File: config.mk
export PLATFORM = sky130hd
export DESIGN_NAME = read_only_cache
export DESIGN_NICKNAME = d
export VERILOG_FILES = /design/src/verilog/roc_pkg.sv /design/src/verilog/roc_mem_if.sv /design/src/verilog/roc_region_route.sv /design/src/verilog/roc_lookup.sv /design/src/verilog/roc_mem_arbiter.sv /design/src/verilog/read_only_cache.sv
export VERILOG_INCLUDE_DIRS = /design/src /design/src/include
export SDC_FILE = /design/constraint.sdc
export NUM_CORES = 2
export LEC_CHECK = 0
export ABC_AREA = 0
export BUFFER_PORTS_ARGS = -buffer_cell sky130_fd_sc_hd__clkbuf_2
export CAP_MARGIN = 25
export CORE_MARGIN = 5
export CORE_UTILIZATION = 45
export DETAILED_ROUTE_END_ITERATION = 12
export PLACE_DENSITY = 0.65
export SLEW_MARGIN = 20
export SYNTH_ARGS = -nofsm -noshare
export SYNTH_HDL_FRONTEND = slang
export SYNTH_SLANG_ARGS = --single-unit
File: constraint.sdc
create_clock -name clk_i -period 10.7 [get_ports clk_i]
set_input_delay 3.21 -clock clk_i [delete_from_list [all_inputs] [get_ports clk_i]]
set_output_delay 3.21 -clock clk_i [all_outputs]
set_load 0.005 [all_outputs]
File: src/include/roc_defs.svh
// ----------------------------------------------------------
// Size settings of the read-only cache
// Line count must be a power of two; lines are one word wide
// Widths below 32 bits are not supported
// ----------------------------------------------------------

`ifndef ROC_DEFS_SVH
`define ROC_DEFS_SVH

// Byte address and data word widths
`define ROC_ADDR_W 32
`define ROC_DATA_W 32

// Direct-mapped lines and cacheable regions
`define ROC_LINE_COUNT 16
`define ROC_NR_RULES 2

`endif

File: src/verilog/roc_pkg.sv
// ----------------------------------------------------------
// Types shared by the read-only cache blocks
// Word offset is fixed at 2 bits (32-bit words)
// ----------------------------------------------------------

`include "roc_defs.svh"

package roc_pkg;

  localparam int unsigned OFFSET_W = 2;
  localparam int unsigned INDEX_W  = $clog2(`ROC_LINE_COUNT);
  localparam int unsigned TAG_W    = `ROC_ADDR_W - INDEX_W - OFFSET_W;

  typedef logic [`ROC_ADDR_W-1:0] addr_t;
  typedef logic [`ROC_DATA_W-1:0] data_t;
  typedef logic [INDEX_W-1:0]     index_t;
  typedef logic [TAG_W-1:0]       tag_t;

  // Lookup FSM
  typedef enum logic [1:0] {LK_IDLE, LK_RESPOND, LK_REFILL} lookup_state_e;

  // Which bus currently owns the memory port
  typedef enum logic [1:0] {OWN_NONE, OWN_BYPASS, OWN_REFILL} arb_owner_e;

endpackage

File: src/verilog/roc_mem_if.sv
// ----------------------------------------------------------
// Word-wide request/response bus
// Responses are single-cycle pulses and cannot be stalled
// ----------------------------------------------------------

`timescale 1ns/1ps

interface roc_mem_if;
  import roc_pkg::*;

  // Request channel
  logic  valid;
  logic  ready;
  addr_t addr;
  logic  write;
  data_t wdata;

  // Response channel
  logic  rsp_valid;
  data_t rsp_data;

  modport requester (
    output valid, addr, write, wdata,
    input  ready, rsp_valid, rsp_data
  );

  modport responder (
    input  valid, addr, write, wdata,
    output ready, rsp_valid, rsp_data
  );

endinterface

File: src/verilog/roc_region_route.sv
// ----------------------------------------------------------
// Steers requests to the cache or the bypass bus
// One request in flight; regions are [start, end)
// Write responses return zero data
// ----------------------------------------------------------

`timescale 1ns/1ps
`include "roc_defs.svh"

module roc_region_route (
  input  logic                                clk_i,
  input  logic                                rst_n_i,
  input  logic                                enable_i,
  input  roc_pkg::addr_t [`ROC_NR_RULES-1:0]  start_addr_i,
  input  roc_pkg::addr_t [`ROC_NR_RULES-1:0]  end_addr_i,
  input  logic                                req_valid_i,
  input  roc_pkg::addr_t                      req_addr_i,
  input  logic                                req_write_i,
  input  roc_pkg::data_t                      req_wdata_i,
  output logic                                req_ready_o,
  output logic                                rsp_valid_o,
  output roc_pkg::data_t                      rsp_data_o,
  input  logic                                rsp_ready_i,
  roc_mem_if.requester                        cache_bus,
  roc_mem_if.requester                        bypass_bus
);
  import roc_pkg::*;

  logic  busy_q, to_cache_q, fwd_q, write_q, hold_q;
  addr_t addr_q;
  data_t wdata_q, hold_data_q;
  logic  in_region, route_cache, sel_cache, accept;
  logic  fwd_valid, fwd_ready, sel_rsp_valid;
  data_t sel_rsp_data;

  // ----------------------------------------------------------
  // Region decode
  // ----------------------------------------------------------
  always_comb begin
    in_region = 1'b0;
    for (int i = 0; i < `ROC_NR_RULES; i++) begin
      if (req_addr_i >= start_addr_i[i] && req_addr_i < end_addr_i[i]) begin
        in_region = 1'b1;
      end
    end
  end

  // Only enabled reads inside a region are cacheable
  assign route_cache = enable_i && !req_write_i && in_region;
  assign req_ready_o = !busy_q;
  assign accept      = req_valid_i && !busy_q;
  assign sel_cache   = busy_q ? to_cache_q : route_cache;

  // Live request on the accepting cycle, stored copy while stalled
  assign fwd_valid        = accept || fwd_q;
  assign cache_bus.valid  = fwd_valid && sel_cache;
  assign bypass_bus.valid = fwd_valid && !sel_cache;
  assign cache_bus.addr   = fwd_q ? addr_q : req_addr_i;
  assign cache_bus.write  = fwd_q ? write_q : req_write_i;
  assign cache_bus.wdata  = fwd_q ? wdata_q : req_wdata_i;
  assign bypass_bus.addr  = cache_bus.addr;
  assign bypass_bus.write = cache_bus.write;
  assign bypass_bus.wdata = cache_bus.wdata;
  assign fwd_ready        = sel_cache ? cache_bus.ready : bypass_bus.ready;

  // ----------------------------------------------------------
  // Response return
  // ----------------------------------------------------------
  assign sel_rsp_valid = to_cache_q ? cache_bus.rsp_valid : bypass_bus.rsp_valid;
  assign sel_rsp_data  = to_cache_q ? cache_bus.rsp_data :
                         (write_q ? '0 : bypass_bus.rsp_data);

  assign rsp_valid_o = busy_q && (hold_q || sel_rsp_valid);
  assign rsp_data_o  = hold_q ? hold_data_q : sel_rsp_data;

  always_ff @(posedge clk_i) begin
    if (!rst_n_i) begin
      busy_q     <= 1'b0;
      to_cache_q <= 1'b0;
      fwd_q      <= 1'b0;
      hold_q     <= 1'b0;
    end else begin
      if (accept) begin
        busy_q     <= 1'b1;
        to_cache_q <= route_cache;
        fwd_q      <= !fwd_ready;
      end else if (fwd_q && fwd_ready) begin
        fwd_q <= 1'b0;
      end
      // Park the response while the requester stalls
      if (busy_q && rsp_valid_o) begin
        if (rsp_ready_i) begin
          busy_q <= 1'b0;
          hold_q <= 1'b0;
        end else begin
          hold_q <= 1'b1;
        end
      end
    end
  end

  // Payload registers
  always_ff @(posedge clk_i) begin
    if (accept) begin
      addr_q  <= req_addr_i;
      write_q <= req_write_i;
      wdata_q <= req_wdata_i;
    end
    if (busy_q && sel_rsp_valid && !hold_q) begin
      hold_data_q <= sel_rsp_data;
    end
  end

endmodule

File: src/verilog/roc_lookup.sv
// ----------------------------------------------------------
// Direct-mapped cache of single-word lines
// Read only: writes never reach this block
// Flush clears all valid bits, only while idle
// ----------------------------------------------------------

`timescale 1ns/1ps
`include "roc_defs.svh"

module roc_lookup (
  input  logic         clk_i,
  input  logic         rst_n_i,
  input  logic         flush_valid_i,
  output logic         flush_ready_o,
  roc_mem_if.responder cache_bus,
  roc_mem_if.requester refill_bus
);
  import roc_pkg::*;

  // Line storage
  data_t data_q [`ROC_LINE_COUNT];
  tag_t  tag_q  [`ROC_LINE_COUNT];
  logic [`ROC_LINE_COUNT-1:0] valid_q;

  lookup_state_e state_q;
  logic   sent_q;
  addr_t  addr_q;
  data_t  rsp_data_q;
  index_t req_index, idx_q;
  tag_t   req_tag, refill_tag;
  logic   accept, hit;

  // ----------------------------------------------------------
  // Hit check
  // ----------------------------------------------------------
  assign req_index = cache_bus.addr[OFFSET_W +: INDEX_W];
  assign req_tag   = cache_bus.addr[`ROC_ADDR_W-1 -: TAG_W];
  assign idx_q      = addr_q[OFFSET_W +: INDEX_W];
  assign refill_tag = addr_q[`ROC_ADDR_W-1 -: TAG_W];

  assign accept = cache_bus.valid && (state_q == LK_IDLE);
  // A flush on the same edge wins over a stale hit
  assign hit    = valid_q[req_index] && (tag_q[req_index] == req_tag) && !flush_valid_i;

  assign cache_bus.ready     = (state_q == LK_IDLE);
  assign flush_ready_o       = (state_q == LK_IDLE);
  assign cache_bus.rsp_valid = (state_q == LK_RESPOND);
  assign cache_bus.rsp_data  = rsp_data_q;

  // Refill is a single word read of the missing address
  assign refill_bus.valid = (state_q == LK_REFILL) && !sent_q;
  assign refill_bus.addr  = addr_q;
  assign refill_bus.write = 1'b0;
  assign refill_bus.wdata = '0;

  // ----------------------------------------------------------
  // FSM and valid bits
  // ----------------------------------------------------------
  always_ff @(posedge clk_i) begin
    if (!rst_n_i) begin
      state_q <= LK_IDLE;
      sent_q  <= 1'b0;
      valid_q <= '0;
    end else begin
      case (state_q)
        LK_IDLE: begin
          if (flush_valid_i) begin
            valid_q <= '0;
          end
          if (accept) begin
            state_q <= hit ? LK_RESPOND : LK_REFILL;
          end
        end
        LK_REFILL: begin
          if (refill_bus.valid && refill_bus.ready) begin
            sent_q <= 1'b1;
          end
          if (refill_bus.rsp_valid) begin
            valid_q[idx_q] <= 1'b1;
            sent_q         <= 1'b0;
            state_q        <= LK_RESPOND;
          end
        end
        LK_RESPOND: state_q <= LK_IDLE;
        default:    state_q <= LK_IDLE;
      endcase
    end
  end

  // Data, tags and the response word
  always_ff @(posedge clk_i) begin
    if (accept) begin
      addr_q     <= cache_bus.addr;
      rsp_data_q <= data_q[req_index];
    end
    if (state_q == LK_REFILL && refill_bus.rsp_valid) begin
      data_q[idx_q] <= refill_bus.rsp_data;
      tag_q[idx_q]  <= refill_tag;
      rsp_data_q    <= refill_bus.rsp_data;
    end
  end

endmodule

File: src/verilog/roc_mem_arbiter.sv
// ----------------------------------------------------------
// Shares the memory port between bypass and refill
// Grant is held until the owner's response returns
// Refill wins when both request in the same cycle
// ----------------------------------------------------------

`timescale 1ns/1ps

module roc_mem_arbiter (
  input  logic           clk_i,
  input  logic           rst_n_i,
  roc_mem_if.responder   bypass_bus,
  roc_mem_if.responder   refill_bus,
  output logic           mem_req_valid_o,
  output roc_pkg::addr_t mem_req_addr_o,
  output logic           mem_req_write_o,
  output roc_pkg::data_t mem_req_wdata_o,
  input  logic           mem_req_ready_i,
  input  logic           mem_rsp_valid_i,
  input  roc_pkg::data_t mem_rsp_data_i
);
  import roc_pkg::*;

  arb_owner_e owner_q, pick, cur;

  // Fresh choice, only used while nobody owns the port
  always_comb begin
    if (refill_bus.valid) begin
      pick = OWN_REFILL;
    end else if (bypass_bus.valid) begin
      pick = OWN_BYPASS;
    end else begin
      pick = OWN_NONE;
    end
  end

  assign cur = (owner_q != OWN_NONE) ? owner_q : pick;

  // ----------------------------------------------------------
  // Request mux
  // ----------------------------------------------------------
  always_comb begin
    mem_req_valid_o = 1'b0;
    mem_req_addr_o  = bypass_bus.addr;
    mem_req_write_o = bypass_bus.write;
    mem_req_wdata_o = bypass_bus.wdata;
    case (cur)
      OWN_BYPASS: mem_req_valid_o = bypass_bus.valid;
      OWN_REFILL: begin
        mem_req_valid_o = refill_bus.valid;
        mem_req_addr_o  = refill_bus.addr;
        mem_req_write_o = refill_bus.write;
        mem_req_wdata_o = refill_bus.wdata;
      end
      default: mem_req_valid_o = 1'b0;
    endcase
  end

  assign bypass_bus.ready = mem_req_ready_i && (cur == OWN_BYPASS);
  assign refill_bus.ready = mem_req_ready_i && (cur == OWN_REFILL);

  // Response goes to the owner only
  assign bypass_bus.rsp_valid = mem_rsp_valid_i && (owner_q == OWN_BYPASS);
  assign refill_bus.rsp_valid = mem_rsp_valid_i && (owner_q == OWN_REFILL);
  assign bypass_bus.rsp_data  = mem_rsp_data_i;
  assign refill_bus.rsp_data  = mem_rsp_data_i;

  always_ff @(posedge clk_i) begin
    if (!rst_n_i) begin
      owner_q <= OWN_NONE;
    end else if (owner_q != OWN_NONE) begin
      if (mem_rsp_valid_i) begin
        owner_q <= OWN_NONE;
      end
    end else begin
      // Lock on first presentation so a stalled request stays put
      owner_q <= pick;
    end
  end

endmodule

File: src/verilog/read_only_cache.sv
// ----------------------------------------------------------
// Read-only cache top level
// Only in-region reads with enable_i high are cached
// Writes do not update the cache; flush to see new data
// ----------------------------------------------------------

`timescale 1ns/1ps
`include "roc_defs.svh"

module read_only_cache (
  input  logic                               clk_i,
  input  logic                               rst_n_i,
  // Configuration
  input  logic                               enable_i,
  input  roc_pkg::addr_t [`ROC_NR_RULES-1:0] start_addr_i,
  input  roc_pkg::addr_t [`ROC_NR_RULES-1:0] end_addr_i,
  input  logic                               flush_valid_i,
  output logic                               flush_ready_o,
  // Requester side
  input  logic                               req_valid_i,
  input  roc_pkg::addr_t                     req_addr_i,
  input  logic                               req_write_i,
  input  roc_pkg::data_t                     req_wdata_i,
  output logic                               req_ready_o,
  output logic                               rsp_valid_o,
  output roc_pkg::data_t                     rsp_data_o,
  input  logic                               rsp_ready_i,
  // Memory side
  output logic                               mem_req_valid_o,
  output roc_pkg::addr_t                     mem_req_addr_o,
  output logic                               mem_req_write_o,
  output roc_pkg::data_t                     mem_req_wdata_o,
  input  logic                               mem_req_ready_i,
  input  logic                               mem_rsp_valid_i,
  input  roc_pkg::data_t                     mem_rsp_data_i
);

  roc_mem_if cache_bus ();
  roc_mem_if bypass_bus ();
  roc_mem_if refill_bus ();

  roc_region_route i_region_route (
    .clk_i        ( clk_i        ),
    .rst_n_i      ( rst_n_i      ),
    .enable_i     ( enable_i     ),
    .start_addr_i ( start_addr_i ),
    .end_addr_i   ( end_addr_i   ),
    .req_valid_i  ( req_valid_i  ),
    .req_addr_i   ( req_addr_i   ),
    .req_write_i  ( req_write_i  ),
    .req_wdata_i  ( req_wdata_i  ),
    .req_ready_o  ( req_ready_o  ),
    .rsp_valid_o  ( rsp_valid_o  ),
    .rsp_data_o   ( rsp_data_o   ),
    .rsp_ready_i  ( rsp_ready_i  ),
    .cache_bus    ( cache_bus    ),
    .bypass_bus   ( bypass_bus   )
  );

  roc_lookup i_lookup (
    .clk_i         ( clk_i         ),
    .rst_n_i       ( rst_n_i       ),
    .flush_valid_i ( flush_valid_i ),
    .flush_ready_o ( flush_ready_o ),
    .cache_bus     ( cache_bus     ),
    .refill_bus    ( refill_bus    )
  );

  roc_mem_arbiter i_mem_arbiter (
    .clk_i           ( clk_i           ),
    .rst_n_i         ( rst_n_i         ),
    .bypass_bus      ( bypass_bus      ),
    .refill_bus      ( refill_bus      ),
    .mem_req_valid_o ( mem_req_valid_o ),
    .mem_req_addr_o  ( mem_req_addr_o  ),
    .mem_req_write_o ( mem_req_write_o ),
    .mem_req_wdata_o ( mem_req_wdata_o ),
    .mem_req_ready_i ( mem_req_ready_i ),
    .mem_rsp_valid_i ( mem_rsp_valid_i ),
    .mem_rsp_data_i  ( mem_rsp_data_i  )
  );

endmodule

==> After elaboration in Yosys (flattened, before gate mapping) <==
Memory sizes are Yosys's and may differ from the RTL's.
Cells that the tools add are included.
{ "word_totals": {"ramBits": 928, "latchBits": 0, "output_inout_bits": 101, "reg_bits": 186, "rom_bits": 0, "n_memories": 2} }
{ "op_classes": {"order_cmp": 7, "shifts": 0, "n_bitwise": 1, "mux": 43, "n_eq_ne": 11, "n_mul": 0, "n_addsub": 0, "n_reduce_logical": 41, "n_div": 0} }
{ "mem_list": {"columns": ["memory", "words", "width", "rd", "rd_clocked_by_memory_dff", "write_ports", "line", "source"], "rows": [
  ["i_lookup.data_q", 16, 32, 1, 0, 1, "roc_lookup.sv:21", "data_t data_q [`ROC_LINE_COUNT];"],
  ["i_lookup.tag_q", 16, 26, 1, 0, 1, "roc_lookup.sv:22", "tag_t tag_q [`ROC_LINE_COUNT];"]
]} }
{ "ops": {"columns": ["cell", "n"], "rows": [
  ["32-bit two-way mux", 9],
  ["32-bit greater-or-equal comparator", 2],
  ["32-bit < comparator", 2],
  ["16-bit two-way mux", 2],
  ["16-bit one-hot mux with 2 select lines", 1],
  ["26-bit equality test", 1],
  ["1-bit logical AND", 23],
  ["1-bit two-way mux", 20],
  ["16-bit OR", 1],
  ["2-bit two-way mux", 7],
  ["4-bit by 5-bit < comparator with 1-bit output (second input constant)", 2],
  ["2-bit nonzero test", 5],
  ["1-bit logical NOT", 7],
  ["2-bit by 1-bit equality test with 1-bit output (second input constant)", 3],
  ["2-bit equality test (second input constant)", 3],
  ["1-bit binary-select mux with 4-bit select", 1],
  ["1-bit demux with 4-bit select", 1],
  ["4-bit by 1-bit greater-or-equal comparator with 1-bit output (second input constant)", 1],
  ["2-bit by 1-bit != test with 1-bit output (second input constant)", 2],
  ["2-bit != test (second input constant)", 2],
  ["2-bit one-hot mux with 2 select lines", 1],
  ["2-bit AND reduction", 2],
  ["3-bit AND reduction", 1],
  ["2-bit logical NOT", 1],
  ["2 further kinds", 3]
]} }

==> Longest topological paths before layout <==
{ "depth": {"depth_word": 17, "ltp_mapped": 16, "depth_no_buf": 16} }

==> By module <==
From an unflattened synthesis, not the netlist that was laid out.
{ "hier_totals": {"cells_unflattened": 2750, "area_unflattened_um2": 49125.9} }
{ "modules_own_cells": {"columns": ["mod", "instances", "area_each_um2", "cells_each"], "rows": [
  ["roc_lookup", 1, 39217.6, 1801],
  ["roc_region_route", 1, 8247.9, 791],
  ["roc_mem_arbiter", 1, 1660.3, 158]
]} }

==> Worst setup path before layout <==
OpenSTA, ideal clock, no wires.
{ "synth_path": {"path_type": "input -> output", "startpoint": "input req_valid_i", "endpoint": "output mem_req_wdata_o[10]", "cell_stages": 8, "t_arrival_ps": 7886, "required_time_ps": 7490, "n_path_buf": 2, "setup_slack_ps": -396, "cell_sequence": "nor2b_1 > or2_2 > nor4b_1 > nor2_1 > ha_1 > clkbuf_1 > clkbuf_1 > nor2_1"} }
{ "synth_via": {"elab_chain_cells": 8} }
{ "synth_lines": {"columns": ["item", "line", "source"], "rows": [
  ["from (decl)", "read_only_cache.sv:20", "input logic req_valid_i,"],
  ["1-bit logical AND", "roc_region_route.sv:51", "assign accept = req_valid_i && !busy_q;"],
  ["1-bit logical OR", "roc_region_route.sv:55", "assign fwd_valid = accept || fwd_q;"],
  ["1-bit logical AND", "roc_region_route.sv:57", "assign bypass_bus.valid = fwd_valid && !sel_cache;"],
  ["1-bit two-way mux", "roc_mem_arbiter.sv:30", "end else if (bypass_bus.valid) begin"],
  ["2-bit two-way mux", "roc_mem_arbiter.sv:28", "if (refill_bus.valid) begin"],
  ["2-bit two-way mux", "roc_mem_arbiter.sv:37", "assign cur = (owner_q != OWN_NONE) ? owner_q : pick;"],
  ["2-bit equality test", "roc_mem_arbiter.sv:47", "case (cur)"],
  ["32-bit two-way mux", "roc_mem_arbiter.sv:47", null],
  ["to (decl)", "read_only_cache.sv:32", "output roc_pkg::data_t mem_req_wdata_o,"]
]} }
No other way between the ends.

==> Worst setup path in the final report <==
{ "layout_path": {"startpoint": "input req_addr_i[5]", "endpoint": "output mem_req_addr_o[26]"} }
{ "layout_via": {"elab_chain_cells": 13} }
{ "layout_lines": {"columns": ["item", "line", "source"], "rows": [
  ["from (decl)", "read_only_cache.sv:21", "input roc_pkg::addr_t req_addr_i,"],
  ["32-bit greater-or-equal comparator / 32-bit < comparator (equally long branches)", "roc_region_route.sv:42", "if (req_addr_i >= start_addr_i[i] && req_addr_i < end_addr_i[i]) begin"],
  ["1-bit logical AND", "roc_region_route.sv:42", null],
  ["1-bit two-way mux", "roc_region_route.sv:42", null],
  ["1-bit two-way mux (*)", "roc_region_route.sv:42", null],
  ["1-bit logical AND (*)", "roc_region_route.sv:49", "assign route_cache = enable_i && !req_write_i && in_region;"],
  ["1-bit two-way mux (*)", "roc_region_route.sv:52", "assign sel_cache = busy_q ? to_cache_q : route_cache;"],
  ["1-bit logical NOT (*)", "roc_region_route.sv:57", null],
  ["1-bit logical AND (*)", "roc_region_route.sv:57", null],
  ["1-bit two-way mux (*)", "roc_mem_arbiter.sv:30", null],
  ["2-bit two-way mux (*)", "roc_mem_arbiter.sv:28", null],
  ["2-bit two-way mux (*)", "roc_mem_arbiter.sv:37", null],
  ["2-bit equality test (*)", "roc_mem_arbiter.sv:47", null],
  ["32-bit two-way mux (*)", "roc_mem_arbiter.sv:47", null],
  ["to (decl)", "read_only_cache.sv:30", "output roc_pkg::addr_t mem_req_addr_o,"]
]} }
Every way passes the cells marked *; elsewhere a longest branch is shown, timed or not.

==> key figures <==
Outcome
  – Status: complete, no violations

Min path
  – Hold Path End: i_lookup.valid_q[8]
  – Worst Min Path Start: i_lookup.valid_q[8]
  – Hold crit path type: reg2reg
  – Min-Delay Path Depth: 2

Synthesis
  – Synth cell count leaders: edfxtp_1 (1,089), nand2_1 (865), nand3_1 (368)
  – Synth Area in Compound Gates: 6.13%
  – Library cells used by synthesis: 68
  – Syn Nets: 4,108
  – Top-area cell type share of the netlist area: 67.6%
  – Adder-Cell Fraction of Synth Area: 3.31%
  – Main synth FF type: edfxtp_1
  – Synth Warn #: 0
  – Seq/Total Area, Yosys: 68.7%
  – Largest area contributor in the netlist: edfxtp_1
  – Largest family of logic cells by synthesized area: simple AND/OR/NAND/NOR gates
  – Simple-gate portion of the synthesized area: 13.7%
  – Post-Syn Area: 0.0484 mm2
  – Mean post-synth cell area: 12.9 um2
  – Cell with the most instances after synthesis: edfxtp_1
  – Cells after Synth: 3,747
  – Synth top area cells: edfxtp_1 (68%), nand2_1 (6.7%), nand3_1 (3.8%)
  – #FFs+latches synth: 1,114
  – Post-synth ARST share: 0%
  – Multiplexer area fraction after synthesis: 4.63%
  – Post-synth EDFFs: 1,089
  – Post-Synth XOR/XNOR Area: 0.652%

Routing
  – Wire per inst: 24.1 um
  – Routed Antenna Nets: 0
  – Via count: 31,700
  – Vias/cell: 5.73
  – Final wirelength: 134,000 um
  – Drt first pass iters: 5
  – Residual DRC: 0
  – First DRT Iteration DRCs: 2,887

Clock tree
  – Clock slew at reported path FFs: 0.06 ns
  – TritonCTS Buffers: 109
  – H-tree levels: 3
  – Post-CTS Resized: 0
  – Post-CTS setup buffer count: 0
  – Num Clock Sinks: 1,114
  – CTS tree: done
  – Cts hold-fix bufs: 0
  – Worst skew pair latency: 0.68 ns
  – CTS root buffer: clkbuf_16
  – Clock Tree Buf Depth: 3

Timing
  – Slew Limit Fails: 0
  – Fin crit share: 95.3%
  – Final min period: 10.20 ns
  – Clock skew: 0.0321 ns
  – Final hold vios: 0
  – F_max: 0.0980 GHz
  – Final Worst Setup Slack: 0.499 ns
  – Worst Tran Pin Value: 1.11 ns
  – Slew margin rel.: 25.7%
  – RSZ-0062 raised after global routing: false
  – Setup violators final: 0
  – Setup TNS Final: 0 ns

Die
  – Die Area: 0.114 mm2
  – Die height: 338 um
  – Initial core utilization: 45.2%
  – Num rows: 120
  – Die width: 338 um
  – Core Area: 0.107 mm2
  – Num ports: 334

GRT
  – Vias in the first global route: 31,600
  – First-pass GRT wire length: 199,000 um
  – Global route overflow: 0
  – All-Layer GR Usage: 23.1%
  – Initial antenna violation count: 15
  – Largest net degree at the start of global routing: 197

Critical path
  – Reg2reg setup slack: 5.27 ns
  – Worst path cell trace: clkbuf_2, ha_1, a21o_1, a21o_1, a21oi_1, o31ai_1, a41oi_1, o21ai_0, o22a_1, o41ai_1, nor4b_1, nor2_1, ha_4, mux2_2, clkbuf_2
  – Crit Path Class: in2out
  – Launch point of the worst reg-to-reg path: i_region_route.fwd_q
  – Top delay family on crit path: compound AO/OA/AOI/OAI gates
  – R2r endpoint: i_lookup.state_q[1]
  – CP max FO: 67
  – Critical-path top delay cell: ha_4
  – WP data arrival: 6.99 ns
  – Reg2Reg Depth: 13
  – Crit path launch type: input pin
  – CP max stage delay: 0.75 ns
  – Worst Setup End Kind: output pin
  – WP buf/inv: 2
  – Levels on crit path: 15
  – Req. time, crit path: 7.49 ns

Placed design
  – Place WS: 0.432 ns
  – IO buf count: 333
  – Gp weighted congestion: 0.896
  – Final HPWL DP: 75,500 um
  – DP Cell Count: 5,329

Power
  – Part of the power in the clock network: 38.9%
  – Gate power share: 11.7%
  – Worst VDD drop: 133 uV
  – Sequential cell fraction of total power: 49.4%
  – Power Density: 178 mW/mm2
  – Leakage: 20.5 nW
  – Cell-internal power: 0.00743 W
  – Sw frac: 24.4%
  – Net switching power: 0.00240 W

Layout
  – Area Overhead vs Synth: 14.2%
  – Share of post-route cells with drive strength above 1: 16.6%
  – Post-Layout Cell Count: 5,543
  – Fin util: 51.7%
  – Layout Nets: 4,400

Flow run
  – Max Cap Viol: 0
cell usage in the layout, fill, tap and decap left out, types with 62 or more instances in the layout:
master,Yosys,final
a21oi_1,69,69
nand2_1,865,865
ha_1,128,127
clkbuf_16,0,112
edfxtp_1,1089,1089
a21o_1,83,83
mux2_2,82,82
inv_1,141,140
a311oi_1,105,105
nand3_1,368,368
and3_1,63,62
mux2i_1,84,83
clkbuf_2,1,333
nor2_1,92,78
per-layer routing:
| metal | vias to the layer above | routed length [um] | track usage [%] |
|---|---|---|---|
| met5 | - | 11 | 0 |
| met4 | 2 | 3100 | 6.51 |
| met3 | 212 | 10300 | 4.03 |
| met2 | 1313 | 63700 | 37.9 |
| met1 | 15800 | 56600 | 32.2 |
| li1 | 14400 | - | - |
per-stage QoR:
stage	instance area (um2)	total power (W)	hold WS, ns
global placement	51500	0.00608	0.448
floorplan	48400	0.00566	0.437
finish	55200	0.00983	0.468
detailed placement	51600	0.00609	0.456
global route	55200	0.0102	0.492
CTS	55200	0.00988	0.470
cells by family after synthesis:
family                     Yosys count
adders and majority gates          128
and+or+nand+nor                   1513
DFF                               1114
xor gates and xnor gates            36
muxes                              187
buffers and inverters              354
AOI/OAI and AO/OA                  415
registers in the layout, summed over array words and instances (netlist names):
name                         flops
i_lookup.state_q                 2
i_region_route.wdata_q          32
i_lookup.cache_bus.rsp_data     32
i_lookup.valid_q                16
i_lookup.refill_bus.addr        32
i_region_route.hold_data_q      32
i_lookup.tag_q                 416
i_region_route.to_cache_q        1
i_mem_arbiter.owner_q            2
i_lookup.sent_q                  1
i_region_route.hold_q            1
i_region_route.addr_q           32
i_region_route.fwd_q             1
i_region_route.busy_q            1
i_lookup.data_q                512
i_region_route.write_q           1
final cells by class:
type | instances | area (um2)
clock buffer | 145 | 2980
timing repair buffer | 391 | 2220
sequential | 1114 | 33200
multi-input combinational | 2279 | 13900
inverter | 144 | 564
fill | 9034 | 51700
tap | 1403 | 1760
antenna | 11 | 27.5
clock inverter | 56 | 596
power by group through the flow:
stage	clock, W	combinational, W	sequential [W]
floorplan	0	0.000732	0.00493
global placement	0	0.00113	0.00495
detailed placement	0	0.00114	0.00495
CTS	0.00387	0.00115	0.00486
global route	0.00406	0.00126	0.00486
finish	0.00382	0.00115	0.00486
worst register-to-register path: cells and delay by family (launching register included):
| family | cells | cell delay (ns) |
|---|---|---|
| buffers and inverters | 4 | 1.51 |
| and+or+nand+nor | 3 | 1.53 |
| muxes | 1 | 0.37 |
| AOI/OAI and AO/OA | 5 | 1.22 |
| DFF | 1 | 0.70 |
worst max path at each step:
stage	to	from
4_1_cts	mem_req_addr_o[27]	req_addr_i[5]
3_3_place_gp	mem_req_addr_o[12]	req_addr_i[5]
5_1_grt	mem_req_addr_o[26]	req_addr_i[29]
2_1_floorplan	mem_req_wdata_o[10]	req_valid_i
3_5_place_dp	mem_req_addr_o[27]	req_addr_i[5]
6_report	mem_req_addr_o[26]	req_addr_i[5]
(Power assumes the default switching activity.)
